==> src/hdl/issue_pkg.sv <==
package issue_pkg;

  // ------------------------------------------------------------------
  // Operation and instruction words
  // ------------------------------------------------------------------

  typedef struct packed {
    logic       rden1;   // Reads raddr1.
    logic       rden2;   // Reads raddr2, else immediate operand.
    logic       wren;    // Writes waddr.
    logic       load;
    logic       store;
    logic       alu;
    logic       crden;   // CSR read, old value retires.
    logic       cwren;   // CSR write with operand 1.
    logic [2:0] alu_fn;
  } operation_type;

  typedef struct packed {
    logic          valid;
    operation_type op;
    logic [4:0]    waddr;
    logic [4:0]    raddr1;
    logic [4:0]    raddr2;
    logic [11:0]   imm;      // Sign extended in execute.
    logic [11:0]   caddr;
  } instruction_type;

  // ------------------------------------------------------------------
  // Pipeline interfaces
  // ------------------------------------------------------------------

  typedef struct packed {
    logic       rden1;
    logic       rden2;
    logic [4:0] raddr1;
    logic [4:0] raddr2;
  } register_read_type;

  typedef struct packed {
    logic        crden;
    logic [11:0] craddr;
  } csr_read_type;

  typedef struct packed {
    logic       load;
    logic       cwren;
    logic [4:0] waddr;
  } stage_status_type;

  typedef struct packed {
    instruction_type inst;
    logic [31:0]     cdata;   // CSR value read at issue.
  } issued_type;

  typedef struct packed {
    logic        valid;
    logic [4:0]  waddr;
    logic [31:0] wdata;
  } retire_type;

  // ------------------------------------------------------------------
  // Constants
  // ------------------------------------------------------------------

  localparam logic [11:0] csr_mscratch  = 12'h340;
  localparam logic [11:0] csr_mcycle_lo = 12'hB00;

  localparam logic [2:0] alu_add  = 3'd0;
  localparam logic [2:0] alu_sub  = 3'd1;
  localparam logic [2:0] alu_and  = 3'd2;
  localparam logic [2:0] alu_or   = 3'd3;
  localparam logic [2:0] alu_xor  = 3'd4;
  localparam logic [2:0] alu_sll  = 3'd5;
  localparam logic [2:0] alu_slt  = 3'd6;
  localparam logic [2:0] alu_pass = 3'd7;   // Immediate only.

  localparam instruction_type init_instruction = '0;

endpackage

==> src/hdl/issue_stage.sv <==
`timescale 1ns/1ns

module issue_stage import issue_pkg::*; (
  input  logic                    clock,
  input  logic                    reset,
  input  logic                    flush,
  input  instruction_type         calc0,
  input  instruction_type         calc1,
  input  logic                    split_hold,
  input  stage_status_type [1:0]  e_status,
  input  stage_status_type [1:0]  m_status,
  input  logic [31:0]             cdata,
  output register_read_type       read0,
  output register_read_type       read1,
  output csr_read_type            csr_rd,
  output issued_type [1:0]        issued,
  output logic                    stall,
  output logic                    hold
);

  instruction_type [1:0] calc;
  issued_type [1:0]      issue_next;
  logic                  load_use;
  logic                  csr_busy;
  logic                  issued_load_use;

  function automatic logic reads_reg(input instruction_type inst, input logic [4:0] addr);
    return (inst.op.rden1 && inst.raddr1 == addr) ||
           (inst.op.rden2 && inst.raddr2 == addr);
  endfunction

  assign calc = {calc1, calc0};

  // ------------------------------------------------------------------
  // Hazard detection
  // ------------------------------------------------------------------

  always_comb begin
    load_use = 1'b0;
    csr_busy = 1'b0;
    for (int e = 0; e < 2; e++) begin
      csr_busy = csr_busy | e_status[e].cwren | m_status[e].cwren;
      for (int s = 0; s < 2; s++) begin
        if (e_status[e].load && calc[s].valid && reads_reg(calc[s], e_status[e].waddr)) begin
          load_use = 1'b1;   // Load data only exists in w.
        end
      end
    end
  end

  assign stall = (load_use | csr_busy) & ~flush;
  assign hold  = split_hold | stall;

  // ------------------------------------------------------------------
  // Read requests from the unregistered pair
  // ------------------------------------------------------------------

  assign read0 = '{rden1: calc0.op.rden1, rden2: calc0.op.rden2,
                   raddr1: calc0.raddr1, raddr2: calc0.raddr2};
  assign read1 = '{rden1: calc1.op.rden1, rden2: calc1.op.rden2,
                   raddr1: calc1.raddr1, raddr2: calc1.raddr2};

  assign csr_rd.crden  = calc0.op.crden | calc1.op.crden;
  assign csr_rd.craddr = calc0.op.crden ? calc0.caddr : calc1.caddr;   // Slot0 first.

  // ------------------------------------------------------------------
  // Issue register
  // ------------------------------------------------------------------

  always_comb begin
    for (int s = 0; s < 2; s++) begin
      issue_next[s].inst  = calc[s];
      issue_next[s].cdata = calc[s].op.crden ? cdata : 32'd0;
    end
    if (stall || flush) begin
      issue_next = '0;   // Bubble pair.
    end
  end

  always_ff @(posedge clock) begin
    if (!reset) begin
      issued <= '0;
    end else begin
      issued <= issue_next;
    end
  end

  // An issued slot never reads a load that is only one stage ahead.
  always_comb begin
    issued_load_use = 1'b0;
    for (int k = 0; k < 2; k++) begin
      for (int s = 0; s < 2; s++) begin
        if (m_status[k].load && reads_reg(issued[s].inst, m_status[k].waddr)) begin
          issued_load_use = 1'b1;
        end
      end
    end
  end

  a_no_load_use_in_e: assert property (
    @(posedge clock) disable iff (!reset) !issued_load_use
  );

endmodule

==> config.mk <==
export PLATFORM = sky130hd
export DESIGN_NAME = issue_stage
export DESIGN_NICKNAME = d
export VERILOG_FILES = /design/src/hdl/issue_pkg.sv /design/src/hdl/issue_stage.sv
export SDC_FILE = /design/constraint.sdc
export NUM_CORES = 1
export LEC_CHECK = 0
export BUFFER_PORTS_ARGS = -buffer_cell sky130_fd_sc_hd__buf_4
export CORE_AREA = 4 4 142 144
export DETAILED_ROUTE_END_ITERATION = 6
export DIE_AREA = 0 0 146 148
export PLACE_DENSITY = 0.62
export REMOVE_ABC_BUFFERS = 1
export SYNTH_ARGS = -nofsm -noshare
export SYNTH_HDL_FRONTEND = slang
export SYNTH_SLANG_ARGS = --single-unit
==> constraint.sdc <==
create_clock -name clock -period 4.9 [get_ports clock]
set_clock_uncertainty 0.15 [all_clocks]
set_input_delay 0.735 -clock clock [delete_from_list [all_inputs] [get_ports clock]]
set_output_delay 0.735 -clock clock [all_outputs]
set_load 0.02 [all_outputs]
==> Word-level counts from Yosys, hierarchy flattened <==
Index checks and enable logic that the tools add are counted.
{ "word_totals": {"regBits": 166, "out_inout_bits": 205, "inputBits": 166, "word_cells": 80} }
{ "classes": {"eq_ne": 8, "n_mux": 5, "n_reduce_logical": 24, "bitwise": 11} }
{ "op_table": {"columns": ["operator", "count"], "rows": [
  ["5-bit equality test", 8],
  ["1-bit logical AND", 16],
  ["12-bit two-way mux", 1],
  ["1-bit OR", 6],
  ["3-bit OR reduction", 2],
  ["1-bit logical OR", 5],
  ["1-bit two-way mux", 4],
  ["1-bit NOT", 4],
  ["2-bit OR reduction", 1],
  ["1-bit bitwise AND", 1]
]} }

==> Depth between registers and ports, before layout <==
{ "depth": {"depth_word": 12, "depth_mapped": 8, "mapped_depth_nobuf": 5} }

==> Worst setup path after synthesis <==
No wires, ideal clock.
{ "synth_path": {"path_type": "input -> output", "startpoint": "input port e_status[7] (netlist name)", "endpoint": "output port stall", "path_slack_ns": 1.877, "arrival_time_ns": 2.138, "cell_stages": 7, "t_required_ns": 4.015, "n_path_buf": 2, "path_cell_list": "buf_2 > xnor2_1 > nand4_1 > o31a_1 > and3_1 > clkbuf_1 > a21oi_1"} }
{ "synth_between": {"elab_chain_cells": 8, "elab_cells_between_ends": 16, "cone_classes": "eq/ne (4); mux (2); bitwise (2); reduce/logical (8)"} }
{ "synth_rtl": {"columns": ["item", "line_no", "rtl"], "rows": [
  ["from (decl)", "issue_stage.sv:10", "input stage_status_type [1:0] e_status,"],
  ["5-bit equality test (on tied branches)", "issue_stage.sv:28, issue_stage.sv:29", null],
  ["1-bit logical AND (on tied branches)", "issue_stage.sv:28, issue_stage.sv:29", null],
  ["1-bit logical OR", "issue_stage.sv:28", "return (inst.op.rden1 && inst.raddr1 == addr) ||"],
  ["1-bit logical AND", "issue_stage.sv:44", "if (e_status[e].load && calc[s].valid && reads_reg(calc[s], e_status[e].waddr)) begin"],
  ["1-bit two-way mux", "issue_stage.sv:44", null],
  ["1-bit two-way mux (*)", "issue_stage.sv:44", null],
  ["1-bit OR (*)", "issue_stage.sv:51", "assign stall = (load_use | csr_busy) & ~flush;"],
  ["1-bit bitwise AND (*)", "issue_stage.sv:51", null],
  ["to (decl)", "issue_stage.sv:17", "output logic stall,"]
]} }
Mark *: on every way between the ends. The rest lies on a longest branch, timed or not.

==> Worst setup path in the final report <==
{ "layout_path": {"startpoint": "input port e_status[4] (netlist name)", "endpoint": "output port stall"} }
{ "layout_between": {"elab_chain_cells": 10, "elab_cells_between_ends": 18, "cone_classes": "eq/ne (4); mux (4); bitwise (2); reduce/logical (8)"} }
{ "layout_rtl": {"columns": ["item", "line_no"], "rows": [
  ["5-bit equality test (on tied branches)", "issue_stage.sv:28, issue_stage.sv:29"],
  ["1-bit logical AND (on tied branches)", "issue_stage.sv:28, issue_stage.sv:29"],
  ["1-bit logical OR", "issue_stage.sv:28"],
  ["1-bit logical AND", "issue_stage.sv:44"],
  ["1-bit two-way mux", "issue_stage.sv:44"],
  ["1-bit two-way mux (*) (3 in a row)", "issue_stage.sv:44"],
  ["1-bit OR (*)", "issue_stage.sv:51"],
  ["1-bit bitwise AND (*)", "issue_stage.sv:51"]
]} }
Marks and branches as above.

==> impl_metrics.yaml <==
outcome:
  status: "finished clean"
timing:
  setup_viol: 0
  finalHoldViolations: 0
  fmax_mhz: 308
  slew-limit-headroom: 0.318
  min_period_ns: 3.24
  hold_slack_ns: 0.389
  tightest_slew_ns: 1.02
  setup_ws_ns: 1.66
  rsz0062_at_grt: "false"
  finalCritPeriodShare: 0.662
  slew_violations: 0
critical_path:
  arrival_ns: 2.36
  worstPathMaxFanout: 31
  max_stage_delay_ns: 0.35
  path_class: "in -> out"
  startpoint_type: "input port"
  crit_chain: "buf_4 > xor2_1 > nor4_1 > nand3_1 > and3_1 > buf_4 > a21oi_1 > buf_4"
  worst_ep_required_time_ns: 4.01
  cpMaxStageDelayCell: "nor4_1"
  end_kind: "output port"
  cp_common_cell: "buf_4"
floorplanning:
  die_w_um: 146
  fp.dieH_um: 148
  die-area_um2: 21600
  initial_core_util: 0.329
  rows: 50
  core-area_um2: 18700
  pin_count: 371
yosys:
  synth_top_area_cell: "dfxtp_1"
  yosysTopAreaCellShare: 0.539
  ys_ff_latch: 166
  ys_warn_count: 0
  synth_common_cells: "dfxtp_1 (166), nand2_1 (110), nor3_1 (100)"
  synth_area_leaders: "dfxtp_1 (54%), nor3_1 (8.1%), nand2_1 (6.7%)"
  ys_seq_area_frac: 0.539
  avgSynthCellArea_um2: 9.66
  syn_inst: 638
  yosysMostFrequentCell: "dfxtp_1"
  ys.flop_type: "dfxtp_1"
  synth-async-reset-ratio: 0
  synth-edff-count: 0
  syn_area_um2: 6160
  yosysUniqueCellTypes: 29
drt:
  antenna_left: 0
  met2_length_um: 10300
  drc: 0
  via_per_inst: 4.68
  highest_layer: "met4"
  wire_per_inst_um: 17.5
  wl_met3_um: 1730
  vias: 5559
  wl_met1_um: 8580
  drt-pass1-iter-count: 4
  drt_iter0_drc: 252
  routed_wl_um: 20800
global_route:
  grt_usage: 0.185
  antenna_found_initial: 0
  grt_max_degree: 137
  first_global_vias: 5537
  grt_overflow: 0
  grt_pass1_wl_um: 31800
cells_and_area:
  largest_reg_flops: 166
  fin_util: 0.501
  antenna_cells: 0
  nets: 1106
  regMostFlops: "issued"
  area_growth_pct: 52.1
  fill_cells: 1831
  top_regs: "issued: 166 flops"
  drive_gt1_frac: 0.468
job:
  cap_violations: 0
clock_tree:
  h-tree-depth: 4
  cts_tree: "yes"
  root_buffer: "clkbuf_16"
  clk_pin_slew_worst_paths_ns: 0.07
  cts_max_path_buffers: 2
  cts_resized: 0
  cts_made_buffers: 17
  post-cts-setup-buffers: 0
  cts_num_sinks: 166
  cts_hold_buf: 0
min_path:
  hp-start: "calc0[23]"
  min_path_cells: 3
  holdPathEnd: "issued[55]"
  min_path_type: "in -> reg"
pwr:
  leakagePower_nw: 4.21
  power_density_nw_per_um2: 321
  power_mw: 3.01
  irDropWorstVdd_mv: 0.226
placement:
  gp_congestion: 0.812
  place.port_buffers: 358
  dp_hpwl_um: 14800
  dp_slack_ns: 1.64
placed cells by master, fill, tap and decap left out, types with 10 or more instances in the layout:
cell and count:
nor4_2 30, mux2_2 12, inv_1 28, nand2_1 110
clkbuf_16 17, and4_1 30, xnor2_1 30, dfxtp_1 166
xor2_1 10, nor3_1 100, buf_4 366
power breakdown:
part	switching, mW	leakage [nW]	internal, mW
logic	0.176	2.59	0.159
registers	0.00174	1.34	1.36
clock network	0.588	0.275	0.730
metrics by stage:
stage / setup TNS [ns] / std cells / cell area, um^2
2_1_floorplan: -6.34 / 554 / 5710
3_3_place_gp: 0 / 1155 / 8800
3_5_place_dp: 0 / 1155 / 8800
4_1_cts: 0 / 1187 / 9380
5_1_grt: 0 / 1187 / 9380
6_report: 0 / 1187 / 9380
cells by family after synthesis:
group                  share of synthesized area
XOR/XNOR                                  0.0568
buffers and inverters                     0.0911
multiplexers                              0.0219
AO/OA/AOI/OAI                            0.00873
AND/OR/NAND/NOR                            0.282
flip-flops                                 0.539
layout make-up:
cell class                      instances  area [um^2]  share of cell area
Tap cell                              234          293              0.0312
Multi-Input combinational cell        360         2310               0.246
Inverter                               28          105              0.0112
Timing Repair Buffer                  367         2770               0.295
Clock buffer                           19          443              0.0472
Sequential cell                       166         3320               0.354
Clock inverter                         13          136              0.0145
worst max-delay path by stage:
stage,from,to,slack (ns),cells past startpoint
3_3_place_gp,e_status[4],stall,1.65,8
4_1_cts,m_status[5],stall,1.63,7
2_1_floorplan,calc0[24],hold,-0.66,5
3_5_place_dp,m_status[5],stall,1.64,7
6_report,e_status[4],stall,1.66,8
5_1_grt,calc1[32],stall,1.40,8
metal layers:
metal | vias to the layer above | track usage
met5 | - | 0
met1 | 2583 | 0.224
met4 | 0 | 0.0513
met2 | 223 | 0.317
met3 | 16 | 0.0619
li1 | 2737 | -
worst max-delay path, delay by kind of cell:
kind                      cells  cell delay [ns]
buffers and inverters         3             0.51
xor gates and xnor gates      1             0.15
and+or+nand+nor               3             0.80
AOI/OAI and AO/OA             1             0.15
No activity file was read; power rests on OpenSTA's default activity.
