===== config.mk =====
export PLATFORM = sky130hd
export DESIGN_NAME = pair_hazard_unit
export DESIGN_NICKNAME = d
export VERILOG_FILES = /design/src/hdl/issue_pkg.sv /design/src/hdl/pair_hazard_unit.sv
export SDC_FILE = /design/constraint.sdc
export NUM_CORES = 1
export LEC_CHECK = 0
export ABC_AREA = 1
export BUFFER_PORTS_ARGS = -buffer_cell sky130_fd_sc_hd__buf_2
export CORE_MARGIN = 8
export CORE_UTILIZATION = 29
export CTS_CLUSTER_DIAMETER = 100
export DETAILED_ROUTE_END_ITERATION = 10
export HOLD_SLACK_MARGIN = 0.06
export PLACE_DENSITY = 0.75
export SYNTH_ARGS = -nofsm -noshare
export SYNTH_HDL_FRONTEND = slang
export SYNTH_SLANG_ARGS = --single-unit

===== constraint.sdc =====
create_clock -name clock -period 1.6 [get_ports clock]
set_clock_uncertainty 0.15 [all_clocks]
set_input_delay 0.24 -clock clock [delete_from_list [all_inputs] [get_ports clock]]
set_output_delay 0.24 -clock clock [all_outputs]
set_load 0.01 [all_outputs]

===== src/hdl/issue_pkg.sv =====
package issue_pkg;

  // ------------------------------------------------------------------
  // Operation and instruction words
  // ------------------------------------------------------------------

  typedef struct packed {
    logic       rden1;   // Reads raddr1.
    logic       rden2;   // Reads raddr2, else immediate operand.
    logic       wren;    // Writes waddr.
    logic       load;
    logic       store;
    logic       alu;
    logic       crden;   // CSR read, old value retires.
    logic       cwren;   // CSR write with operand 1.
    logic [2:0] alu_fn;
  } operation_type;

  typedef struct packed {
    logic          valid;
    operation_type op;
    logic [4:0]    waddr;
    logic [4:0]    raddr1;
    logic [4:0]    raddr2;
    logic [11:0]   imm;      // Sign extended in execute.
    logic [11:0]   caddr;
  } instruction_type;

  // ------------------------------------------------------------------
  // Pipeline interfaces
  // ------------------------------------------------------------------

  typedef struct packed {
    logic       rden1;
    logic       rden2;
    logic [4:0] raddr1;
    logic [4:0] raddr2;
  } register_read_type;

  typedef struct packed {
    logic        crden;
    logic [11:0] craddr;
  } csr_read_type;

  typedef struct packed {
    logic       load;
    logic       cwren;
    logic [4:0] waddr;
  } stage_status_type;

  typedef struct packed {
    instruction_type inst;
    logic [31:0]     cdata;   // CSR value read at issue.
  } issued_type;

  typedef struct packed {
    logic        valid;
    logic [4:0]  waddr;
    logic [31:0] wdata;
  } retire_type;

  // ------------------------------------------------------------------
  // Constants
  // ------------------------------------------------------------------

  localparam logic [11:0] csr_mscratch  = 12'h340;
  localparam logic [11:0] csr_mcycle_lo = 12'hB00;

  localparam logic [2:0] alu_add  = 3'd0;
  localparam logic [2:0] alu_sub  = 3'd1;
  localparam logic [2:0] alu_and  = 3'd2;
  localparam logic [2:0] alu_or   = 3'd3;
  localparam logic [2:0] alu_xor  = 3'd4;
  localparam logic [2:0] alu_sll  = 3'd5;
  localparam logic [2:0] alu_slt  = 3'd6;
  localparam logic [2:0] alu_pass = 3'd7;   // Immediate only.

  localparam instruction_type init_instruction = '0;

endpackage


===== src/hdl/pair_hazard_unit.sv =====
`timescale 1ns/1ns

module pair_hazard_unit import issue_pkg::*; (
  input  logic            clock,
  input  logic            reset,
  input  logic            flush,
  input  logic            stall,
  input  logic            pair_valid,
  input  instruction_type slot0,
  input  instruction_type slot1,
  output instruction_type calc0,
  output instruction_type calc1,
  output logic            split_hold
);

  logic            pending;   // Second half still to issue.
  logic            dependent;
  logic            mem_conflict;
  logic            csr_conflict;
  logic            split;
  instruction_type first;
  instruction_type second;

  assign first  = slot0.valid ? slot0 : init_instruction;
  assign second = slot1.valid ? slot1 : init_instruction;

  // slot1 needs the result of slot0.
  assign dependent = first.op.wren && (first.waddr != 5'd0) &&
                     ((second.op.rden1 && second.raddr1 == first.waddr) ||
                      (second.op.rden2 && second.raddr2 == first.waddr));

  assign mem_conflict = (first.op.load | first.op.store) &
                        (second.op.load | second.op.store);
  assign csr_conflict = second.op.crden | second.op.cwren;

  assign split = pair_valid & first.valid & second.valid &
                 (dependent | mem_conflict | csr_conflict);

  always_comb begin
    calc0      = init_instruction;
    calc1      = init_instruction;
    split_hold = 1'b0;
    if (pair_valid) begin
      if (pending) begin
        calc0 = second;   // Second half alone.
      end else if (split) begin
        calc0      = first;
        split_hold = ~flush;
      end else begin
        calc0 = first;
        calc1 = second;
      end
    end
  end

  always_ff @(posedge clock) begin
    if (!reset) begin
      pending <= 1'b0;
    end else if (flush) begin
      pending <= 1'b0;
    end else if (!stall) begin
      pending <= split & ~pending;
    end
  end

  // The source keeps the split pair while its second half waits.
  a_pair_held_while_pending: assert property (
    @(posedge clock) disable iff (!reset) pending |-> (pair_valid && $stable(slot1))
  );

endmodule


======== After elaboration in Yosys (flattened, before gate mapping) ========
Index checks and enable logic that the tools add are counted.
word-level totals
  output and inout port bits .............. 103
  word-level logic and storage cells ...... 33
  register bits ........................... 1
cells by class
  multiplexer cells ....................... 10
  equal/unequal tests ..................... 2
  bitwise operators ....................... 13
  reduce and logical (&&, ||, !) cells .... 7
operators by type and width
  operator             number
  51-bit 2-to-1 mux    7
  5-bit equality test  2
  1-bit bitwise AND    5
  1-bit bitwise OR     5
  5-bit nonzero test   1
  1-bit logical AND    4
  1-bit 2-to-1 mux     3
  1-bit NOT            3
  2-bit OR reduction   1
  1-bit logical OR     1

======== Longest topological paths before layout ========
Gate-level depths: netlist of the first run.
  depth after elaboration ................. 11
  gate-level depth with buffers ........... 14
  gate-level depth less buffers ........... 12

======== Worst setup path before layout of the first run ========
OpenSTA, ideal clock, no wires.
  path kind ............................... register to output
  start point ............................. register pending
  end point ............................... output port calc0[24] in the netlist's numbering
  required time ........................... 1210 ps
  cell stages (with the launch flop) ...... 6
  slack ................................... -86 ps
  data arrival time ....................... 1296 ps
  path through ............................ dfxtp_1 > clkbuf_1 > nor2_1 > buf_2 > nand2_1 > a21oi_1
RTL lines
  what                    line                    text
  start, declared         pair_hazard_unit.sv:16  logic pending;
  start signal, assigned  pair_hazard_unit.sv:62  pending <= split & ~pending;
  end, declared           pair_hazard_unit.sv:11  output instruction_type calc0,

==> results of run 1 <==
power by group:
part	internal (mW)	switching, mW
registers	0.0265	0.00205
logic	0.574	0.590
clock network	0	0
total	0.600	0.592
worst max-delay path by stage:
stage,to,depth (start not counted),slack [ns]
after floorplan,calc1[2],14,-0.07
after global placement,calc1[41],15,-0.48
after detailed placement,calc1[20],14,-0.52
after CTS,calc1[0],16,-0.37
after global routing,calc1[39],16,-0.60
final,calc1[3],16,-0.56
cell type report:
cell class	instances	area, sq um	share of cell area
Timing Repair Buffer	276	2161	0.5057
Multi-Input combinational cell	244	1727	0.4041
Inverter	69	276.5	0.06471
Tap cell	70	87.58	0.02050
Sequential cell	1	21.27	0.004978
layout by cell type (no fill, tap or decap), drive strengths merged:
| master | Yosys | routed |
|---|---|---|
| dfxtp | 1 | 1 |
| buf | 15 | 270 |
| nor2 | 100 | 100 |
| o21ai | 3 | 3 |
| a22oi | 34 | 34 |
| nand3 | 11 | 11 |
| clkinv | 1 | 1 |
| nor3 | 1 | 1 |
| clkbuf | 7 | 6 |
| a21oi | 18 | 18 |
| nand3b | 1 | 1 |
| o21a | 1 | 1 |
| nand2 | 75 | 75 |
| inv | 68 | 68 |
kinds of logic (layout without fill, tap and decap cells):
| logic type | after synthesis | after routing | share of synthesized area |
|---|---|---|---|
| buf+inv | 91 | 345 | 0.2604 |
| compound gates | 56 | 56 | 0.2356 |
| flops | 1 | 1 | 0.01282 |
| simple gates | 188 | 188 | 0.4912 |
through the flow:
stage,util,hold slack [ns],area [sq um],setup TNS [ns]
2_1_floorplan,-,0.2202,1675,-2.199
3_3_place_gp,0.5906,0.3420,3035,-32.67
3_5_place_dp,0.5906,0.3466,3035,-35.12
4_1_cts,0.7237,0.3463,3720,-20.18
5_1_grt,0.8313,0.3599,4273,-39.30
6_report,0.8313,0.3438,4273,-33.76
critical path, stage by stage:
cell and delay [ns]:
buf_2 0.12, nand2_4 0.07, inv_1 0.05, nand2_1 0.06, nand2_1 0.06, nor2_1 0.12
nand3_1 0.08, nand2_1 0.09, nand2_1 0.09, nand2_2 0.10, nand2_2 0.07, nand2_4 0.09
buf_12 0.16, clkbuf_16 0.17, nor2_2 0.04, buf_2 0.13
timing repair:
action,in CTS,in global routing
gates resized for setup,87,94
pin swaps,2,38
cloned,7,6
buffers inserted,13,4
setup endpoints to repair,104,104
hold endpoints to repair,0,0
routing by layer:
metal	routed length, um	global-route usage	vias up	part of all wire
met5	0	0	-	0
met4	361	0.04532	0	0.030
met3	1034	0.03493	38	0.087
met2	6204	0.4357	210	0.52
met1	4315	0.2692	1558	0.36
li1	-	-	1544	-
==> summary.md, run 1 <==
Wire length of the first global-routing pass: 14900 um. The largest registers in the layout are pending: 1 flops. The number of cells on the worst reg-to-reg path is 4, and the total of fill cells in the finished design is 324. The logs give 11920 um for the total wire length after detailed routing and 443 for the net count after synthesis. In this run the count of I/O pins placed on the die edge is 210.

The post-synthesis average cell area was 4.647 sq um; the post-CTS clock slew at the launch and capture registers of the worst setup and hold paths was 0 ns. Max-cap violations in this run came to 0. The share of synthesized registers carrying an async set or reset is 0, and the die outline area is 0.007989 sq mm.

The run gives 7281 um as the HPWL reported at the end of detailed placement. The most common cell in the synthesized netlist is nor2_1. The number of antenna diodes in the final layout is 0. The class of the tightest hold or removal check is in2reg. The worst voltage drop across the vdd grid is 0.1530 mV. For the critical path data required time, the log shows 1.21 ns. Synthesis instantiated 20 different standard cells from the library. The first-pass iteration count of the detailed router came out at 4. After detailed routing, the number of remaining DRC violations is 0.

The count of nets left with antenna violations once routing finished came out at 0. The run gives 0.7754 as the relative slew slack. The actual slew at the worst max-slew pin was 0.3366 ns; the later-pin clock latency in the skew report was 0 ns. For the core region area, the log shows 0.005140 sq mm. The tools report the number of pins with negative max-slew slack in the final report as 0. For the final-stage net count, the log shows 699.

The cell type with the largest total area after synthesis is nor2_1. The overall track demand over capacity in global routing came out at 0.2324. At the end of routability-driven placement, the weighted congestion stood at 0.8993. The area growth from synthesis to layout works out to 173.6%. Count of final hold-check violations: 0. Number of flip-flops under the largest register name: 1.

For the internal reg-to-reg setup slack, the log shows 0.47 ns. The die is 89.38 um tall. For the number of antenna violations at the first check in global routing, the log shows 0. The worst register-to-register path begins at pending$_SDFFE_PP0N_. Prior to clock tree synthesis, the placed netlist has a worst setup slack of -0.5210 ns. After synthesis the cells add up to 0.001561 sq mm. Yosys attributes the largest share of cell area to nor2_1 (22%), a22oi_1 (16%), nand2_1 (16%). The total design power was 1.192 mW. After clock tree synthesis, the flow added hold-fix buffers numbering 0. The tools report the via count of the first global-routing pass as 3068.

The worst setup path is captured at an output port. The starting utilization of the core area is 0.3038. The flow ran to the end, but the final reports show violations. The tools report the beginning of the worst hold path as stall. The ratio of cells with drive above 1 in the final layout works out to 0.6881.

The standby leakage power was 2.405 nW. The worst setup path is of the in2out kind. Counting tap cells, the placed design contains a total of 634 instances. The cell count of the worst hold path works out to 3. The worst min-delay path endpoint was pending$_SDFFE_PP0N_.

The gate count of the mapped netlist came out at 336. The chip width came out at 89.38 um. The area share of the largest cell type after synthesis is 0.2236. During synthesis, Yosys emitted a total of 0 warnings. The row count was 26; the minimum period implied by the final worst setup slack was 2.155 ns. Power spread over the standard cell area amounts to 279.1 mW/mm^2. Counting flops with a built-in enable in the synthesized netlist gives 0. Average wire length per cell after detail routing: 18.05 um. Buffers placed on the I/O ports in this run total 209.

The logs give -0.5554 ns for the minimum setup slack in the final design and 464.0 MHz for the maximum operating frequency. For this run, the leading register cell type out of synthesis is dfxtp_1. The part of the Yosys area used for sequential elements was 0.01282; the global route total overflow was 0. The endpoint identified for the worst register-to-register timing path is pending$_SDFFE_PP0N_. The worst setup path is launched from an input port. Setup repair after global routing could not meet its margin everywhere. The maximum fanout along the worst path came out at 7. Summing over every cut layer, the via total after detailed routing is 3350. The final reports fail on setup timing.

After synthesis, the most frequently instantiated cells are nor2_1 (93), nand2_1 (67), inv_1 (65). Tracing the worst setup path back leads to its startpoint at slot1[26]. More flip-flops sit in one register than any other, and that register is pending. In this run, the number of DRC markers left after iteration 0 of detailed routing was 185.

The total of endpoints with negative setup slack in the final report came out at 101. The number of synthesized register bits was 1; the worst endpoint data arrival time was 1.77 ns. The count of cells in the finished layout, fillers not included, comes to 660. The post-route clock period utilization was 1.347. The via count normalized by instance count works out to 5.076. Entering global routing, the biggest net connects 25 pins.
Note: power is estimated with default switching activity, not from simulation.
==> run 2, diff against run 1 <==
--- a/config.mk
+++ b/config.mk
@@ -9,10 +9,11 @@
 export BUFFER_PORTS_ARGS = -buffer_cell sky130_fd_sc_hd__buf_2
 export CORE_MARGIN = 8
 export CORE_UTILIZATION = 29
+export CTS_BUF_LIST = sky130_fd_sc_hd__clkbuf_4
 export CTS_CLUSTER_DIAMETER = 100
 export DETAILED_ROUTE_END_ITERATION = 10
 export HOLD_SLACK_MARGIN = 0.06
-export PLACE_DENSITY = 0.75
+export PLACE_DENSITY_LB_ADDON = 0.08
 export SYNTH_ARGS = -nofsm -noshare
 export SYNTH_HDL_FRONTEND = slang
 export SYNTH_SLANG_ARGS = --single-unit
==> run 2 against run 1 <==
Effect of this change:
- the run still ends with setup timing left
- worst hold slack improved by 0.0054 ns
- routed wire length fell by 20%
- global-route usage down 2.1 points
- first-iteration DRC count fell by 55%
- utilization shrank 9.1 points
- total power down 15%
- cell area down 11%
- critical endpoint is now calc1[39]
==> summary.md, run 2 (synthesis gave the netlist of run 1 again) <==
The chip width is 89.38 um (unchanged). The switching power of the nets is 0.5025 mW (was 0.5920 mW), and the standby leakage power is 2.286 nW (was 2.405 nW). The overall track demand over capacity in global routing is 0.2117 (was 0.2324). Registers with the most flip-flops: pending: 1 flops (unchanged). The tools report the end of the worst register-to-register path as pending$_SDFFE_PP0N_ (unchanged). The tools report the max-capacitance violation count as 0 (unchanged). The post-route clock period utilization works out to 1.241 (was 1.347). The run gives 0.5110 mW (was 0.6004 mW) as the internal power summed over all cells. Most frequent cells in the layout: buf_2 (195), inv_1 (56), nor2_1 (54), nand2_1 (52) (was buf_2 (173), inv_1 (56), nand2_1 (56), nor2_1 (49), buf_4 (42)).

Count of port buffers added during placement: 209 (unchanged). The flow ran to the end, but the final reports show violations. The run gives 7318 um (was 7281 um) as the HPWL reported at the end of detailed placement. For the first-iteration detailed-routing DRC count, the log shows 84 (was 185). The number of antenna violations at the first check in global routing was 0 (unchanged). The logs give 653 (was 660) for the final instance count without filler cells and 0.3492 ns (was 0.3438 ns) for the worst hold slack after final layout.

The number of pins with negative max-slew slack in the final report is 0 (unchanged), and the die outline area is 0.007989 sq mm (unchanged). The run gives 0 (unchanged) as the count of final hold-check violations. The wire length of the first global-routing pass was 13860 um (was 14900 um).

The run gives 503.7 MHz (was 464.0 MHz) as the maximum operating frequency. The actual slew at the worst max-slew pin was 0.3933 ns (was 0.3366 ns); the internal reg-to-reg setup slack was 0.30 ns (was 0.47 ns). The worst voltage drop across the vdd grid is 0.1757 mV (was 0.1530 mV), and the first-pass iteration count of the detailed router is 4 (unchanged). The tools report the global route total overflow as 0 (unchanged). The tools report the core region area as 0.005140 sq mm (unchanged). The delay contributed by the slowest stage of the critical path is 0.17 ns (about the same), and the critical path data required time is 1.21 ns (about the same). The via count of the first global-routing pass was 2975 (was 3068).

Setup repair after global routing could not meet its margin everywhere. The boundary pin count came out at 210 (unchanged). The run gives 26 (unchanged) as the row count. For the power share of the sequential group, the log shows 0.028 (was 0.024).

The kind of launch point of the worst setup path was an input port (unchanged). The tools report the type of destination of the critical path as an output port (unchanged). Number of buffers added to fix hold violations after cts: 0 (unchanged). The critical path's most frequent cell is nand2_1 (unchanged). Critical path endpoint: calc1[39] (was calc1[3]). The class of the tightest hold or removal check was in2reg (unchanged). The tools report the starting utilization of the core area as 0.3038 (unchanged).

Final-stage net count: 692 (was 699). Maximum fanout along the worst path: 16 (was 7). The number of cells on the worst reg-to-reg path was 5 (was 4); the net switching share of the total power was 0.4958 (was 0.4965). The total power density per cell area was 266.2 mW/mm^2 (was 279.1 mW/mm^2); the number of vias after detailed routing was 3008 (was 3350). The run gives -0.4761 ns (was -0.5210 ns) as the post-placement worst setup slack. The weighted congestion reported at the end of routability-driven placement came out at 0.8611 (was 0.8993). The via count normalized by instance count was 4.606 (was 5.076). For the minimum setup slack in the final design, the log shows -0.3854 ns (was -0.5554 ns).

The post-CTS clock slew at the launch and capture registers of the worst setup and hold paths was 0 ns (about the same). The run gives 0 (unchanged) as the number of routed nets with antenna violations. The start point of the critical path is slot0[50] (was slot1[26]).

The average wire length per cell after detail routing was 14.57 um (was 18.05 um). Dominant delay contributor by cell family on the critical path: simple AND/OR/NAND/NOR gates (unchanged). The vertical die dimension came out at 89.38 um (unchanged). The number of flip-flops under the largest register name works out to 1 (unchanged). The most common library cell in the layout ignoring fill and taps is buf_2 (unchanged).

Violations in the final reports: setup timing (unchanged). The ratio of cells with drive above 1 in the final layout is 0.6518 (was 0.6881). The total wire length after detailed routing was 9517 um (was 11920 um); the clock network fraction of total power was 0 (about the same). The total design power is 1.013 mW (was 1.192 mW), and the number of buffers and inverters on the critical path is 4 (was 5). The run gives 0 (unchanged) as the number of antenna repair diodes. The largest net degree at the start of global routing was 28 (was 25).

The origin of the critical flop-to-flop path was pending$_SDFFE_PP0N_ (unchanged). The total of endpoints with negative setup slack in the final report is 98 (was 101). The relative slew slack is 0.7375 (was 0.7754).

The cell depth of the worst setup path works out to 15 (was 16). Sequence of cells on the critical path: buf_16 -> nand2_8 -> inv_8 -> nand2_2 -> nand2_1 -> nor2_1 -> nand3_1 -> nand2_1 -> nand2_1 -> nand2_2 -> nand2_4 -> nand2_8 -> buf_12 -> nor2_1 -> buf_2 (was buf_2 -> nand2_4 -> inv_1 -> nand2_1 -> nand2_1 -> nor2_1 -> nand3_1 -> nand2_1 -> nand2_1 -> nand2_2 -> nand2_2 -> nand2_4 -> buf_12 -> clkbuf_16 -> nor2_2 -> buf_2). Register bank with the most flops: pending (unchanged). Area growth from synthesis to layout: 143.8% (was 173.6%). For the part of the total power dissipated in combinational logic, the log shows 0.972 (was 0.976). Cell with the largest stage delay on the worst path: buf_12 (was clkbuf_16). Later-pin clock latency in the skew report: 0 ns (about the same). The logs give 1.60 ns (was 1.77 ns) for the worst endpoint data arrival time and 0 (unchanged) for the remaining routing DRC violations.

The kind of critical path is in2out (unchanged). The minimum period implied by the final worst setup slack was 1.985 ns (was 2.155 ns); the instance count after placement with tap cells included was 635 (was 634).
## run 2: cell count changes in the layout (fill, tap and decap cells not counted), sizes merged
cell,change
buf,-3
clkbuf,-4
## run 2: power groups by stage
stage          logic [mW]  clock network, mW  registers, mW
5_1_grt              1.07                  0         0.0282
4_1_cts             0.909                  0         0.0279
2_1_floorplan       0.374                  0         0.0264
6_report            0.985                  0         0.0281
3_3_place_gp        0.751                  0         0.0278
3_5_place_dp        0.758                  0         0.0279
## run 2: repair_timing
item	4_1_cts	5_1_grt
gates resized for setup	78	65
pin swaps	16	16
endpoints found under the setup margin	104	103
gates cloned	4	2
setup buffers	17	5
## run 2: per-layer routing
metal	share of wire	track usage	vias up
li1	-	-	1523
met5	0	0	-
met2	0.54	0.4141	124
met3	0.091	0.04871	4
met4	0.0051	0.003021	0
met1	0.37	0.2353	1357
## run 2: layout make-up
cell class | instances | area (sq um)
Fill cell | 429 | 1333
Tap cell | 70 | 87.58
Timing Repair Buffer | 269 | 1842
Inverter | 69 | 284.0
Multi-Input combinational cell | 244 | 1573
Sequential cell | 1 | 21.27
## run 2: tightest hold or removal path, cell delays in order
cell	delay, ns
buf_2	0.10
inv_1	0.06
a21oi_2	0.05
## run 2: worst min-delay path by stage
stage                from              endpoint  cells after the start
floorplan           stall  pending$_SDFFE_PP0N_                      2
global placement    stall  pending$_SDFFE_PP0N_                      3
detailed placement  stall  pending$_SDFFE_PP0N_                      3
CTS                 stall  pending$_SDFFE_PP0N_                      3
global route        reset  pending$_SDFFE_PP0N_                      3
finish              stall  pending$_SDFFE_PP0N_                      3
## run 2: per-stage QoR
| step | TNS [ns] | instance area (sq um) | util |
|---|---|---|---|
| floorplan | -2.199 | 1675 | - |
| CTS | -18.28 | 3545 | 0.6896 |
| detailed placement | -35.55 | 3055 | 0.5945 |
| finish | -24.51 | 3807 | 0.7408 |
| global placement | -34.33 | 3055 | 0.5945 |
| global route | -32.18 | 3807 | 0.7408 |
