==> src/hdl/issue_pkg.sv <==
package issue_pkg;

  // ------------------------------------------------------------------
  // Operation and instruction words
  // ------------------------------------------------------------------

  typedef struct packed {
    logic       rden1;   // Reads raddr1.
    logic       rden2;   // Reads raddr2, else immediate operand.
    logic       wren;    // Writes waddr.
    logic       load;
    logic       store;
    logic       alu;
    logic       crden;   // CSR read, old value retires.
    logic       cwren;   // CSR write with operand 1.
    logic [2:0] alu_fn;
  } operation_type;

  typedef struct packed {
    logic          valid;
    operation_type op;
    logic [4:0]    waddr;
    logic [4:0]    raddr1;
    logic [4:0]    raddr2;
    logic [11:0]   imm;      // Sign extended in execute.
    logic [11:0]   caddr;
  } instruction_type;

  // ------------------------------------------------------------------
  // Pipeline interfaces
  // ------------------------------------------------------------------

  typedef struct packed {
    logic       rden1;
    logic       rden2;
    logic [4:0] raddr1;
    logic [4:0] raddr2;
  } register_read_type;

  typedef struct packed {
    logic        crden;
    logic [11:0] craddr;
  } csr_read_type;

  typedef struct packed {
    logic       load;
    logic       cwren;
    logic [4:0] waddr;
  } stage_status_type;

  typedef struct packed {
    instruction_type inst;
    logic [31:0]     cdata;   // CSR value read at issue.
  } issued_type;

  typedef struct packed {
    logic        valid;
    logic [4:0]  waddr;
    logic [31:0] wdata;
  } retire_type;

  // ------------------------------------------------------------------
  // Constants
  // ------------------------------------------------------------------

  localparam logic [11:0] csr_mscratch  = 12'h340;
  localparam logic [11:0] csr_mcycle_lo = 12'hB00;

  localparam logic [2:0] alu_add  = 3'd0;
  localparam logic [2:0] alu_sub  = 3'd1;
  localparam logic [2:0] alu_and  = 3'd2;
  localparam logic [2:0] alu_or   = 3'd3;
  localparam logic [2:0] alu_xor  = 3'd4;
  localparam logic [2:0] alu_sll  = 3'd5;
  localparam logic [2:0] alu_slt  = 3'd6;
  localparam logic [2:0] alu_pass = 3'd7;   // Immediate only.

  localparam instruction_type init_instruction = '0;

endpackage

==> src/hdl/csr_file.sv <==
`timescale 1ns/1ns

module csr_file import issue_pkg::*; (
  input  logic         clock,
  input  logic         reset,
  input  csr_read_type csr_rd,
  output logic [31:0]  cdata,
  input  logic         cwren,
  input  logic [11:0]  caddr,
  input  logic [31:0]  cwdata
);

  logic [31:0] mscratch;
  logic [31:0] mcycle_lo;

  always_comb begin
    cdata = 32'd0;
    if (csr_rd.crden) begin
      case (csr_rd.craddr)
        csr_mscratch:  cdata = mscratch;
        csr_mcycle_lo: cdata = mcycle_lo;
        default:       cdata = 32'd0;   // Unimplemented.
      endcase
    end
  end

  always_ff @(posedge clock) begin
    if (!reset) begin
      mscratch  <= 32'd0;
      mcycle_lo <= 32'd0;
    end else begin
      mcycle_lo <= mcycle_lo + 32'd1;   // Read only.
      if (cwren && caddr == csr_mscratch) begin
        mscratch <= cwdata;
      end
    end
  end

endmodule

==> config.mk <==
export PLATFORM = sky130hd
export DESIGN_NAME = csr_file
export DESIGN_NICKNAME = d
export VERILOG_FILES = /design/src/hdl/issue_pkg.sv /design/src/hdl/csr_file.sv
export SDC_FILE = /design/constraint.sdc
export NUM_CORES = 1
export LEC_CHECK = 0
export BUFFER_PORTS_ARGS = -buffer_cell sky130_fd_sc_hd__buf_2
export CORE_MARGIN = 2
export CORE_UTILIZATION = 40
export CTS_BUF_LIST = sky130_fd_sc_hd__clkbuf_4 sky130_fd_sc_hd__clkbuf_8
export CTS_CLUSTER_SIZE = 24
export DETAILED_ROUTE_END_ITERATION = 10
export PLACE_DENSITY = 0.64
export SLEW_MARGIN = 30
export SYNTH_ARGS = -nofsm -noshare
export SYNTH_HDL_FRONTEND = slang
export SYNTH_SLANG_ARGS = --single-unit
==> constraint.sdc <==
create_clock -name clock -period 5.55 [get_ports clock]
set_input_delay 1.11 -clock clock [delete_from_list [all_inputs] [get_ports clock]]
set_output_delay 1.11 -clock clock [all_outputs]
set_load 0.03 [all_outputs]
# Word-level counts from Yosys, hierarchy flattened
# Index checks and enable logic that the tools add are counted.
totals:
  ff_bits: 64
  input_bits: 60
  output_inout_bits: 32
  wordCells: 9
op_classes:
  n_addsub: 1
  n_eq_ne: 3
  n_mux: 2
  reduce_logical: 1
op_table:
  columns: ["cell", "count"]
  rows:
  - ["one-hot mux 32 bit (2 select lines)", 1]
  - ["adder 32 x 1 -> 32 bit, second input constant", 1]
  - ["two-way mux 32 bit", 1]
  - ["equality test 12 x 10 -> 1 bit, second input constant", 2]
  - ["equality test 12 bit, second input constant", 1]
  - ["logical AND 1 bit", 1]

# Logic depth before layout (Yosys ltp)
# Gate-level depths: netlist (run 1).
logic_depth:
  word_depth: 3
  depth_mapped: 7
  mapped_depth_nobuf: 5

# Worst setup path after synthesis (run 1)
# No wires, ideal clock.
synth_timing:
  path_type: "input to output"
  start: "input port csr_rd[1] (netlist name)"
  end: "output port cdata[5]"
  arrival_time_ns: 2.767
  required_time_ns: 4.440
  path_slack_ns: 1.673
  path_stages: 5
  path_buffers: 1
  cell_sequence: "or4_4 nor4_4 buf_6 a22oi_1 nor2b_1"
synth_between:
  elab_chain_cells: 3
  elab_cells_between_ends: 4
  cone_classes: "2 x eq/ne; 2 x mux"
synth_rtl:
  columns: ["item", "line_no", "source"]
  rows:
  - ["start, declared", "csr_file.sv:6", "input csr_read_type csr_rd,"]
  - ["equality test 12 bit or equality test 12 x 10 -> 1 bit (tied branches)", "csr_file.sv:19", "case (csr_rd.craddr)"]
  - ["one-hot mux 32 bit (2 select lines) *", "csr_file.sv:19", null]
  - ["two-way mux 32 bit *", "csr_file.sv:18", "if (csr_rd.crden) begin"]
  - ["end, declared", "csr_file.sv:7", "output logic [31:0] cdata,"]
# Mark *: on every way between the ends. The rest lies on a longest branch, timed or not.

# Worst setup path after layout (run 1)
layout_timing:
  start: "input port csr_rd[1] (netlist name)"
  end: "output port cdata[31]"
# Same word-level chain as after synthesis.

==> flow_summary_export.csv, run 1 <==
group,metric,value,unit
run_status,status,"finished, final reports clean",
die,boundaryPins,92,
detailed_routing,ant_nets,0,
clock_tree,post-cts-setup-buffer-count,0,
detailed_routing,wl_per_cell,14.5,um
cells_and_area,multiInputGateArea,0.00183,mm^2
detailed_routing,drt_iter0_drc,86,
cells_and_area,fin_area,0.00394,mm^2
cells_and_area,final_common_cell,"buf_2",
placement,gp_congestion,0.717,
timing,period_needed,4.09,ns
cells_and_area,seqCellArea,0.00128,mm^2
timing,finalMaxSlewViolations,0,
critical_path,crit_type,"in -> out",
clock_tree,cts_max_path_buffers,2,
clock_tree,numClockSinks,64,
timing,worstMarginPinSlew,0.724,ns
critical_path,worstPathArrival,2.98,ns
synthesis,synth_nets,421,
pwr,ir_drop,0.000165,V
die,dieArea,0.00891,mm^2
timing,tns,0,ns
synthesis,synth_cell_types,38,
detailed_routing,first_pass_iters,4,
synthesis,synthCells,360,
synthesis,avgSynthCellArea,9.07,um^2
clock_tree,path_clk_slew,0.07,ns
cells_and_area,nNetsFinal,499,
critical_path,startpoint_type,"input pin",
synthesis,synth_area_leader_cell,"dfxtp_1",
global_routing,grt_start_max_net_pins,61,
synthesis,ys_ff_latch,64,
critical_path,critPathSlowestCell,"or4_4",
critical_path,cp-end-kind,"output pin",
timing,rsz0062_at_grt,"false",
die,start_util,0.418,
placement,io_buffers,91,
global_routing,grt_pass1_wl,12800,um
synthesis,yosysWarnings,0,
clock_tree,holdBufCountCts,0,
cells_and_area,final_layout_size_suffix_gt1_frac,0.282,
clock_tree,cts_tree,"yes",
timing,fin_hold_ws,0.480,ns
timing,final-setup-viol-count,0,
die,coreArea,0.00781,mm^2
cells_and_area,fillerInstances,777,
synthesis,ys_seq_area_frac,0.392,
die,rows,32,
synthesis,synthesis.area,0.00327,mm^2
synthesis,ys_top_cells_by_area,"dfxtp_1 39%, mux2i_1 11%, nor2b_1 5.9%, a22oi_1 5.7%, nor2_1 5.3%",
clock_tree,numCtsBuffers,9,
critical_path,crit_top_cell,"buf_2",
cells_and_area,fin_util,0.504,
flow_run,cap_violations,0,
synthesis,netlist.area_leader.share,0.392,
critical_path,path_max_fanout,32,
placement,dpl-instance-area,0.00373,mm^2
pwr,leakagePower,1.73,nW
clock_tree,clk_latency,0.33,ns
cells_and_area,area_delta_synth_final,20.6,%
detailed_routing,vias_per_cell,5.39,
timing,slew_headroom,0.516,
global_routing,antenna_found_initial,0,
cells_and_area,antennaDiodeCount,0,
detailed_routing,routed_wl,7890,um
die,die_h,94.4,um
critical_path,cp.required,4.44,ns
pwr,p_per_area,233,mW/mm^2
detailed_routing,drc,0,
clock_tree,cts_resized,0,
critical_path,critical_path.cell_chain,"buf_2 -> or4_4 -> nor4_4 -> buf_4 -> a22oi_1 -> nor2b_1 -> buf_2",
clock_tree,cts_max_level,3,
timing,final-hold-violation-count,0,
critical_path,max_stage_delay,0.56,ns
clock_tree,root_buffer,"clkbuf_8",
cells_and_area,final_cell_mix,"91 x buf_2, 64 x dfxtp_1, 46 x nor2_1",
die,die_x,94.4,um
timing,period_share,0.738,
critical_path,cp.buffers_inverters,3,
hold_path,hp-class,"reg -> reg",
timing,fmax,0.244,GHz
detailed_routing,vias,2938,
global_routing,grtUsageTotal,0.180,
timing,fin_skew,0.00627,ns
global_routing,grt_pass1_vias,2733,
global_routing,grt_remaining_overflow,0,
critical_path,critPathTopFamily,"simple AND/OR/NAND/NOR gates",
placement,dp_hpwl,5110,um
Yosys cell counts:
cell type and n:
nor2b_1 31, buf_2 7, or2_2 1, nor4_4 2, nand2_1 15, nor2_1 46, nand4_1 14, a21oi_1 13
buf_4 2, xor2_1 11, nand4_2 1, xnor2_1 1, dfxtp_1 64, or4_4 1, or4_1 14, nand4bb_2 1
nor4_1 4, nand2b_1 5, clkbuf_2 2, ha_1 1, buf_6 3, a22oi_2 7, o21ai_0 1, and3_1 6
nand3_1 7, or3_1 1, mux2i_1 35, a22oi_1 25, nor3b_1 1, and4b_1 1, inv_1 3, and4_1 4
o211ai_1 2, nor2b_2 1, o31ai_1 12, buf_1 2, and2_1 2, clkbuf_1 11
worst register-to-register path, delay by kind of cell, from the launching register on:
kind / cells / cell delay (ns)
AND/OR/NAND/NOR: 3 / 1.76
AO/OA/AOI/OAI: 1 / 0.15
flip-flops: 1 / 0.42
layer usage:
layer	vias to the layer above	share of wire	track usage	wire, um
met3	5	0.043	0.0503	343
li1	1467	-	-	-
met5	-	0	0	0
met2	59	0.50	0.320	3930
met4	0	0.0060	0.0495	47
met1	1407	0.45	0.214	3570
cell type report:
| cell class | count | area share |
|---|---|---|
| multi-input combinational | 266 | 0.465 |
| sequential | 64 | 0.325 |
| timing repair buffer | 94 | 0.121 |
| clock buffer | 11 | 0.0384 |
| tap | 102 | 0.0324 |
| clock inverter | 5 | 0.0140 |
| inverter | 3 | 0.00349 |
kinds of logic (layout without fill, tap and decap cells):
family | Yosys count | after routing | share of synthesized area
DFF | 64 | 64 | 0.392
muxes | 35 | 35 | 0.107
adders and majority gates | 1 | 1 | 0.00383
buffers and inverters | 30 | 113 | 0.0471
and+or+nand+nor | 158 | 158 | 0.280
xor gates and xnor gates | 12 | 12 | 0.0322
AOI/OAI and AO/OA | 60 | 60 | 0.138
through the flow:
stage	power (mW)	std cells	setup WS [ns]
finish	0.918	545	1.46
global route	0.953	545	1.41
CTS	0.931	545	1.44
detailed placement	0.517	529	1.48
global placement	0.516	529	1.51
floorplan	0.492	360	1.67
worst paths after layout:
| check | start | to | slack, ns | cells past startpoint |
|---|---|---|---|---|
| min reg2reg | mcycle_lo[31]$_SDFF_PN0_ | mcycle_lo[31]$_SDFF_PN0_ | 0.48 | 2 |
| max reg2reg | mcycle_lo[5]$_SDFF_PN0_ | mcycle_lo[19]$_SDFF_PN0_ | 3.17 | 4 |
| max | csr_rd[1] | cdata[31] | 1.46 | 7 |
| min | mcycle_lo[31]$_SDFF_PN0_ | mcycle_lo[31]$_SDFF_PN0_ | 0.48 | 2 |
report_power, final:
part / switching, mW / leakage (nW) / total, mW / internal, mW
registers: 0.00288 / 0.516 / 0.464 / 0.461
logic: 0.0205 / 1.11 / 0.0428 / 0.0223
clock network: 0.181 / 0.101 / 0.411 / 0.230
total: 0.204 / 1.73 / 0.918 / 0.713
registers in the layout (all words and copies together) (netlist names):
signal	count
mcycle_lo	32
mscratch	32
(Power assumes the default switching activity.)
==> run 2, diff against run 1 <==
Settings changed: ABC_AREA set to 1, PLACE_DENSITY 0.64 to 0.65.
Clock period 5.55 ns to 3.75 ns, I/O delays scaled along.
==> run 2 against run 1 <==
Compared with the run above:
- design area increased by 15%
- register-to-register slack got worse by 0.97 ns
- cell count increased by 43%
- die area increased by 16%
- setup slack got worse by 0.74 ns
- total power increased by 65%
- clock skew decreased by 0.00098 ns
- sequential share of layout area decreased by 4.3 points
- sequential power increased by 47%
- critical endpoint is now cdata[17]
==> flow_summary_export.csv, run 2 <==
group,metric,value,unit
clock_tree,numClockSinks,64,
pwr,switchingPower,0.347,mW
flow_run,cap_violations,0,
timing,tns,0,ns
detailed_routing,ant_nets,0,
placement,dp_hpwl,7510,um
clock_tree,numCtsBuffers,9,
critical_path,crit_type,"in -> out",
cells_and_area,final_cell_mix,"130 x nor2_1, 107 x nand2_1, 91 x buf_2",
critical_path,cp-end-kind,"output pin",
die,dieArea,0.0103,mm^2
cells_and_area,area_delta_synth_final,19.1,%
die,coreArea,0.00924,mm^2
synthesis,synth_ff_type,"dfxtp_1",
timing,fmax,0.330,GHz
cells_and_area,multiInputGateArea,0.00222,mm^2
detailed_routing,highest_layer,"met4",
detailed_routing,dr_wl_met2,4730,um
synthesis,synth_nets,631,
run_status,status,"finished, final reports clean",
clock_tree,path_clk_slew,0.08,ns
detailed_routing,met3_length,568,um
synthesis,ys_seq_area_frac,0.336,
global_routing,grt_pass1_wl,17000,um
pwr,p_clk_frac,0.481,
clock_tree,root_buffer,"clkbuf_8",
clock_tree,cts_resized,0,
critical_path,cp.required,3.00,ns
timing,final-setup-viol-count,0,
global_routing,grtUsageTotal,0.206,
pwr,power_frac_comb,0.067,
global_routing,grt_start_max_net_pins,65,
die,rows,35,
detailed_routing,wl_per_cell,13.2,um
pwr,p_per_area,334,mW/mm^2
placement,gp_congestion,0.855,
detailed_routing,first_pass_iters,5,
cells_and_area,final_common_cell,"nor2_1",
timing,slew_headroom,0.381,
pwr,ir_drop,0.000155,V
clock_tree,post-cts-setup-buffer-count,0,
timing,period_needed,3.03,ns
clock_tree,cts_tree,"yes",
die,die_x,102,um
synthesis,ys_top_cells_by_count,"132 x nor2_1, 107 x nand2_1, 66 x nand4_1, 64 x dfxtp_1, 52 x a21oi_1",
synthesis,ys_top_cells_by_area,"dfxtp_1 34%, nor2_1 13%, nand4_1 11%, nand2_1 11%, a21oi_1 6.8%",
detailed_routing,vias_per_cell,5.11,
pwr,leakagePower,1.78,nW
synthesis,synth_edf_count,0,
cells_and_area,fin_util,0.491,
clock_tree,cts_max_level,3,
pwr,seq_power_share,0.452,
cells_and_area,seqCellArea,0.00128,mm^2
timing,final-hold-violation-count,0,
synthesis,avgSynthCellArea,6.68,um^2
global_routing,grt_remaining_overflow,0,
cells_and_area,final_layout_size_suffix_gt1_frac,0.211,
clock_tree,clk_latency,0.34,ns
timing,period_share,0.809,
detailed_routing,drt_iter0_drc,307,
cells_and_area,antennaDiodeCount,0,
synthesis,synth_area_leader_cell,"dfxtp_1",
critical_path,startpoint_type,"input pin",
detailed_routing,vias,3967,
timing,rsz0062_at_grt,"false",
timing,fin_skew,0.00529,ns
timing,finalMaxSlewViolations,0,
synthesis,synth.most_common_cell,"nor2_1",
global_routing,antenna_found_initial,0,
pwr,sw_frac_of_total,0.229,
clock_tree,holdBufCountCts,0,
critical_path,worstPathArrival,2.28,ns
placement,io_buffers,91,
global_routing,grt_pass1_vias,3610,
critical_path,path_max_fanout,37,
cells_and_area,nNetsFinal,704,
timing,worstMarginPinSlew,0.927,ns
clock_tree,cts_max_path_buffers,2,
synthesis,synthesis.area,0.00381,mm^2
hold_path,hp-class,"reg -> reg",
synthesis,yosysWarnings,0,
die,boundaryPins,92,
synthesis,synthCells,570,
synthesis,async_flop_share,0,
synthesis,netlist.area_leader.share,0.336,
die,start_util,0.412,
cells_and_area,reg_top3,"mcycle_lo (32), mscratch (32)",
synthesis,ys_ff_latch,64,
die,die_h,102,um
detailed_routing,routed_wl,10200,um
detailed_routing,drc,0,
detailed_routing,wl_met1,4680,um
cells_and_area,fillerInstances,961,
synthesis,synth_cell_types,29,
pwr,internal-power,1.17,mW
==> run 2: worst max-delay path, cell delays in order <==
cell and delay [ns]:
buf_2 0.09, or2_4 0.26, nor2_8 0.32, buf_12 0.23
nand4_1 0.11, a21oi_1 0.24, buf_2 0.25
==> run 2: final cells by class <==
cell class | instances | area share
inverters | 27 | 0.0223
repair buffers | 98 | 0.118
multi-input cells | 443 | 0.488
flip-flops and latches | 64 | 0.282
clock buffers | 9 | 0.0273
well taps | 129 | 0.0356
clock inverters | 7 | 0.0262
==> run 2: per-stage QoR <==
step	instance area (um^2)	cells	setup slack [ns]	hold slack (ns)	total power [mW]
after floorplan	3810	570	1.07	0.430	0.762
after detailed placement	4300	761	0.732	0.476	0.802
final	4540	777	0.715	0.487	1.51
after global routing	4540	777	0.606	0.518	1.57
after global placement	4290	760	0.741	0.471	0.800
after CTS	4540	777	0.725	0.494	1.52
==> run 2: power by group through the flow <==
stage	Sequential, mW	Combinational (mW)	Clock, mW
after global placement	0.700	0.0994	0
after CTS	0.684	0.102	0.738
after floorplan	0.700	0.0620	0
final	0.684	0.102	0.728
after detailed placement	0.700	0.101	0
after global routing	0.685	0.116	0.771
==> run 2: path summary, 6_finish.rpt <==
check | startpoint | end | slack (ns) | depth (start not counted)
max | csr_rd[1] | cdata[17] | 0.72 | 7
min | mscratch[2]$_SDFFE_PN0P_ | mscratch[2]$_SDFFE_PN0P_ | 0.49 | 2
max reg2reg | mcycle_lo[0]$_SDFF_PN0_ | mcycle_lo[22]$_SDFF_PN0_ | 2.20 | 8
min reg2reg | mscratch[2]$_SDFFE_PN0P_ | mscratch[2]$_SDFFE_PN0P_ | 0.49 | 2
==> run 2: cell families (layout without fill, tap and decap cells) <==
logic type / after synthesis / count (layout) / synth area share
compound gates: 59 / 59 / 0.0788
xor+xnor: 3 / 3 / 0.00690
fa+ha+maj: 1 / 1 / 0.00328
buf+inv: 63 / 141 / 0.0847
flops: 64 / 64 / 0.336
simple gates: 380 / 380 / 0.490
==> run 2: metal layers <==
metal,global-route usage,up-vias
li1,-,2060
met1,0.276,1761
met2,0.327,125
met3,0.0324,21
met4,0.0904,0
met5,0,-
==> run 3, diff against run 2 <==
Settings changed: ABC_AREA 1 to 0, PLACE_DENSITY 0.65 to 0.66.
Clock period 3.75 ns to 2.72 ns, I/O delays scaled along.
==> run 3 against run 2 <==
Compared with the run above:
- clock skew grew 0.0042 ns
- the run now ends with setup timing left
- largest power group is now registers
- utilization rose by 5.7 points
- first-iteration DRC count is 68% lower
- die area fell by 14%
- cell count is 29% lower
==> flow_summary_export.csv, run 3 (synthesis results as in run 1) <==
group,metric,value,unit
timing,worstMarginPinSlew,0.852,ns
critical_path,cp.required,2.18,ns
timing,period_needed,2.73,ns
detailed_routing,drt_iter0_drc,98,
timing,period_share,1.00,
timing,worst_slack,-0.00974,ns
die,rows,32,
critical_path,path_max_fanout,8,
global_routing,grt_use_met2,0.304,
global_routing,grt_pass1_wl,13100,um
critical_path,crit_top_cell,"buf_4",
clock_tree,path_clk_slew,0.07,ns
cells_and_area,fin_util,0.548,
cells_and_area,final_cell_mix,"66 x buf_2, 64 x dfxtp_1, 46 x nor2_1",
cells_and_area,final_layout_size_suffix_gt1_frac,0.349,
timing,fin_hold_ws,0.429,ns
critical_path,critPathSlowestCell,"or4_4",
placement,dpl-instance-area,0.00379,mm^2
timing,fin_skew,0.00947,ns
cells_and_area,antennaDiodeCount,0,
critical_path,startpoint_type,"input pin",
placement,io_buffers,91,
clock_tree,clk_latency,0.34,ns
critical_path,max_stage_delay,0.56,ns
global_routing,grtUsageMet3,0.0431,
global_routing,grt_pass1_vias,2755,
detailed_routing,wl_per_cell,15.0,um
timing,finalMaxSlewViolations,0,
critical_path,crit_type,"in -> out",
placement,gp_congestion,0.743,
global_routing,grt_remaining_overflow,0,
clock_tree,root_buffer,"clkbuf_8",
run_status,status,"finished with violations",
die,start_util,0.418,
pwr,p_per_area,457,mW/mm^2
clock_tree,cts_tree,"yes",
die,boundaryPins,92,
cells_and_area,fillerInstances,727,
clock_tree,cts_max_path_buffers,2,
detailed_routing,routed_wl,8280,um
timing,rsz0062_at_grt,"true",
run_status,violations,"setup timing",
critical_path,worstPathArrival,2.19,ns
critical_path,r2r_slack,0.69,ns
clock_tree,numClockSinks,64,
cells_and_area,nNetsFinal,506,
critical_path,r2r_start,"mcycle_lo[0]$_SDFF_PN0_",
die,die_x,94.4,um
critical_path,reg2reg_depth,4,
die,die_h,94.4,um
detailed_routing,drc,0,
detailed_routing,vias,2968,
cells_and_area,area_delta_synth_final,31.0,%
detailed_routing,ant_nets,0,
timing,fmax,0.366,GHz
cells_and_area,reg_top3,"mcycle_lo (32), mscratch (32)",
global_routing,busiest_layer,"met2",
hold_path,hp-start,"cwdata[8]",
clock_tree,holdBufCountCts,0,
global_routing,grtUsageMet1,0.246,
placement,post-place-ws,-0.00822,ns
detailed_routing,first_pass_iters,6,
global_routing,grt_start_max_net_pins,51,
detailed_routing,vias_per_cell,5.38,
placement,dp_hpwl,5010,um
global_routing,antenna_found_initial,0,
die,dieArea,0.00891,mm^2
timing,final-hold-violation-count,0,
critical_path,r2r-end,"mcycle_lo[26]$_SDFF_PN0_",
timing,final-setup-viol-count,2,
pwr,ir_drop,0.000246,V
die,coreArea,0.00781,mm^2
hold_path,hp-class,"in -> reg",
critical_path,critical_path.cell_chain,"buf_6 -> or4_4 -> nor4_4 -> buf_4 -> clkbuf_16 -> a22oi_2 -> nor2b_1 -> buf_4",
global_routing,grtUsageTotal,0.186,
flow_run,cap_violations,0,
hold_path,whs_endpoint,"mscratch[8]$_SDFFE_PN0P_",
hold_path,hold_path_depth,3,
pwr,leakagePower,1.81,nW
clock_tree,numCtsBuffers,9,
cells_and_area,final_common_cell,"buf_2",
timing,slew_headroom,0.431,
cells_and_area,fin_area,0.00428,mm^2
clock_tree,cts_max_level,3,
critical_path,cp-end-kind,"output pin",
## run 3: cell types whose count changed in the layout (fill, tap and decap cells not counted), sizes merged, moves of 35 or more
cell   change
a21oi     -39
mux2i     +35
nand2     -95
nand4     -51
nor2      -99
## run 3: power breakdown
part	internal (mW)	switching (mW)	leakage, nW	total [mW]
registers	0.940	0.00580	0.516	0.946
clock network	0.550	0.372	0.109	0.922
logic	0.0479	0.0412	1.18	0.0891
total	1.54	0.419	1.81	1.96
## run 3: area by class of cell
cell class,count,area [um^2],share of cell area
timing repair buffer,101,701,0.164
sequential,64,1280,0.299
inverter,3,11.3,0.00263
clock buffer,11,145,0.0339
clock inverter,5,80.1,0.0187
multi-input combinational,266,1930,0.452
tap,102,128,0.0298
## run 3: stage by stage
step	std cells	power, mW	setup TNS [ns]
2_1_floorplan	360	1.01	0
3_3_place_gp	531	1.06	-0.00167
3_5_place_dp	531	1.06	-0.00822
4_1_cts	551	1.97	0
5_1_grt	552	2.03	-1.21
6_report	552	1.96	-0.0137
## run 3: repair_timing
action | 4_1_cts | 5_1_grt
gates cloned | 2 | 1
buffers inserted | 2 | 0
pin swaps | 2 | 13
gates resized for setup | 9 | 50
endpoints found under the setup margin | 1 | 32
## run 3: routing by layer
layer	vias to the layer above	wire length (um)
met1	1408	3830
met4	0	142
met3	13	333
li1	1485	-
met5	-	0
met2	62	3970
## run 3: worst max path at each step
stage / start / endpoint / slack [ns] / cells after the start
floorplan: csr_rd[1] / cdata[16] / 0.002 / 5
global placement: csr_rd[1] / cdata[13] / -0.002 / 7
detailed placement: csr_rd[1] / cdata[13] / -0.008 / 7
CTS: csr_rd[1] / cdata[2] / 0.0006 / 7
global route: csr_rd[1] / cdata[29] / -0.08 / 7
finish: csr_rd[1] / cdata[13] / -0.01 / 8
## run 3: worst max-delay path, delay by kind of cell
| family | cells | cell delay (ns) |
|---|---|---|
| buffers and inverters | 4 | 0.66 |
| AOI/OAI and AO/OA | 1 | 0.08 |
| and+or+nand+nor | 3 | 0.90 |
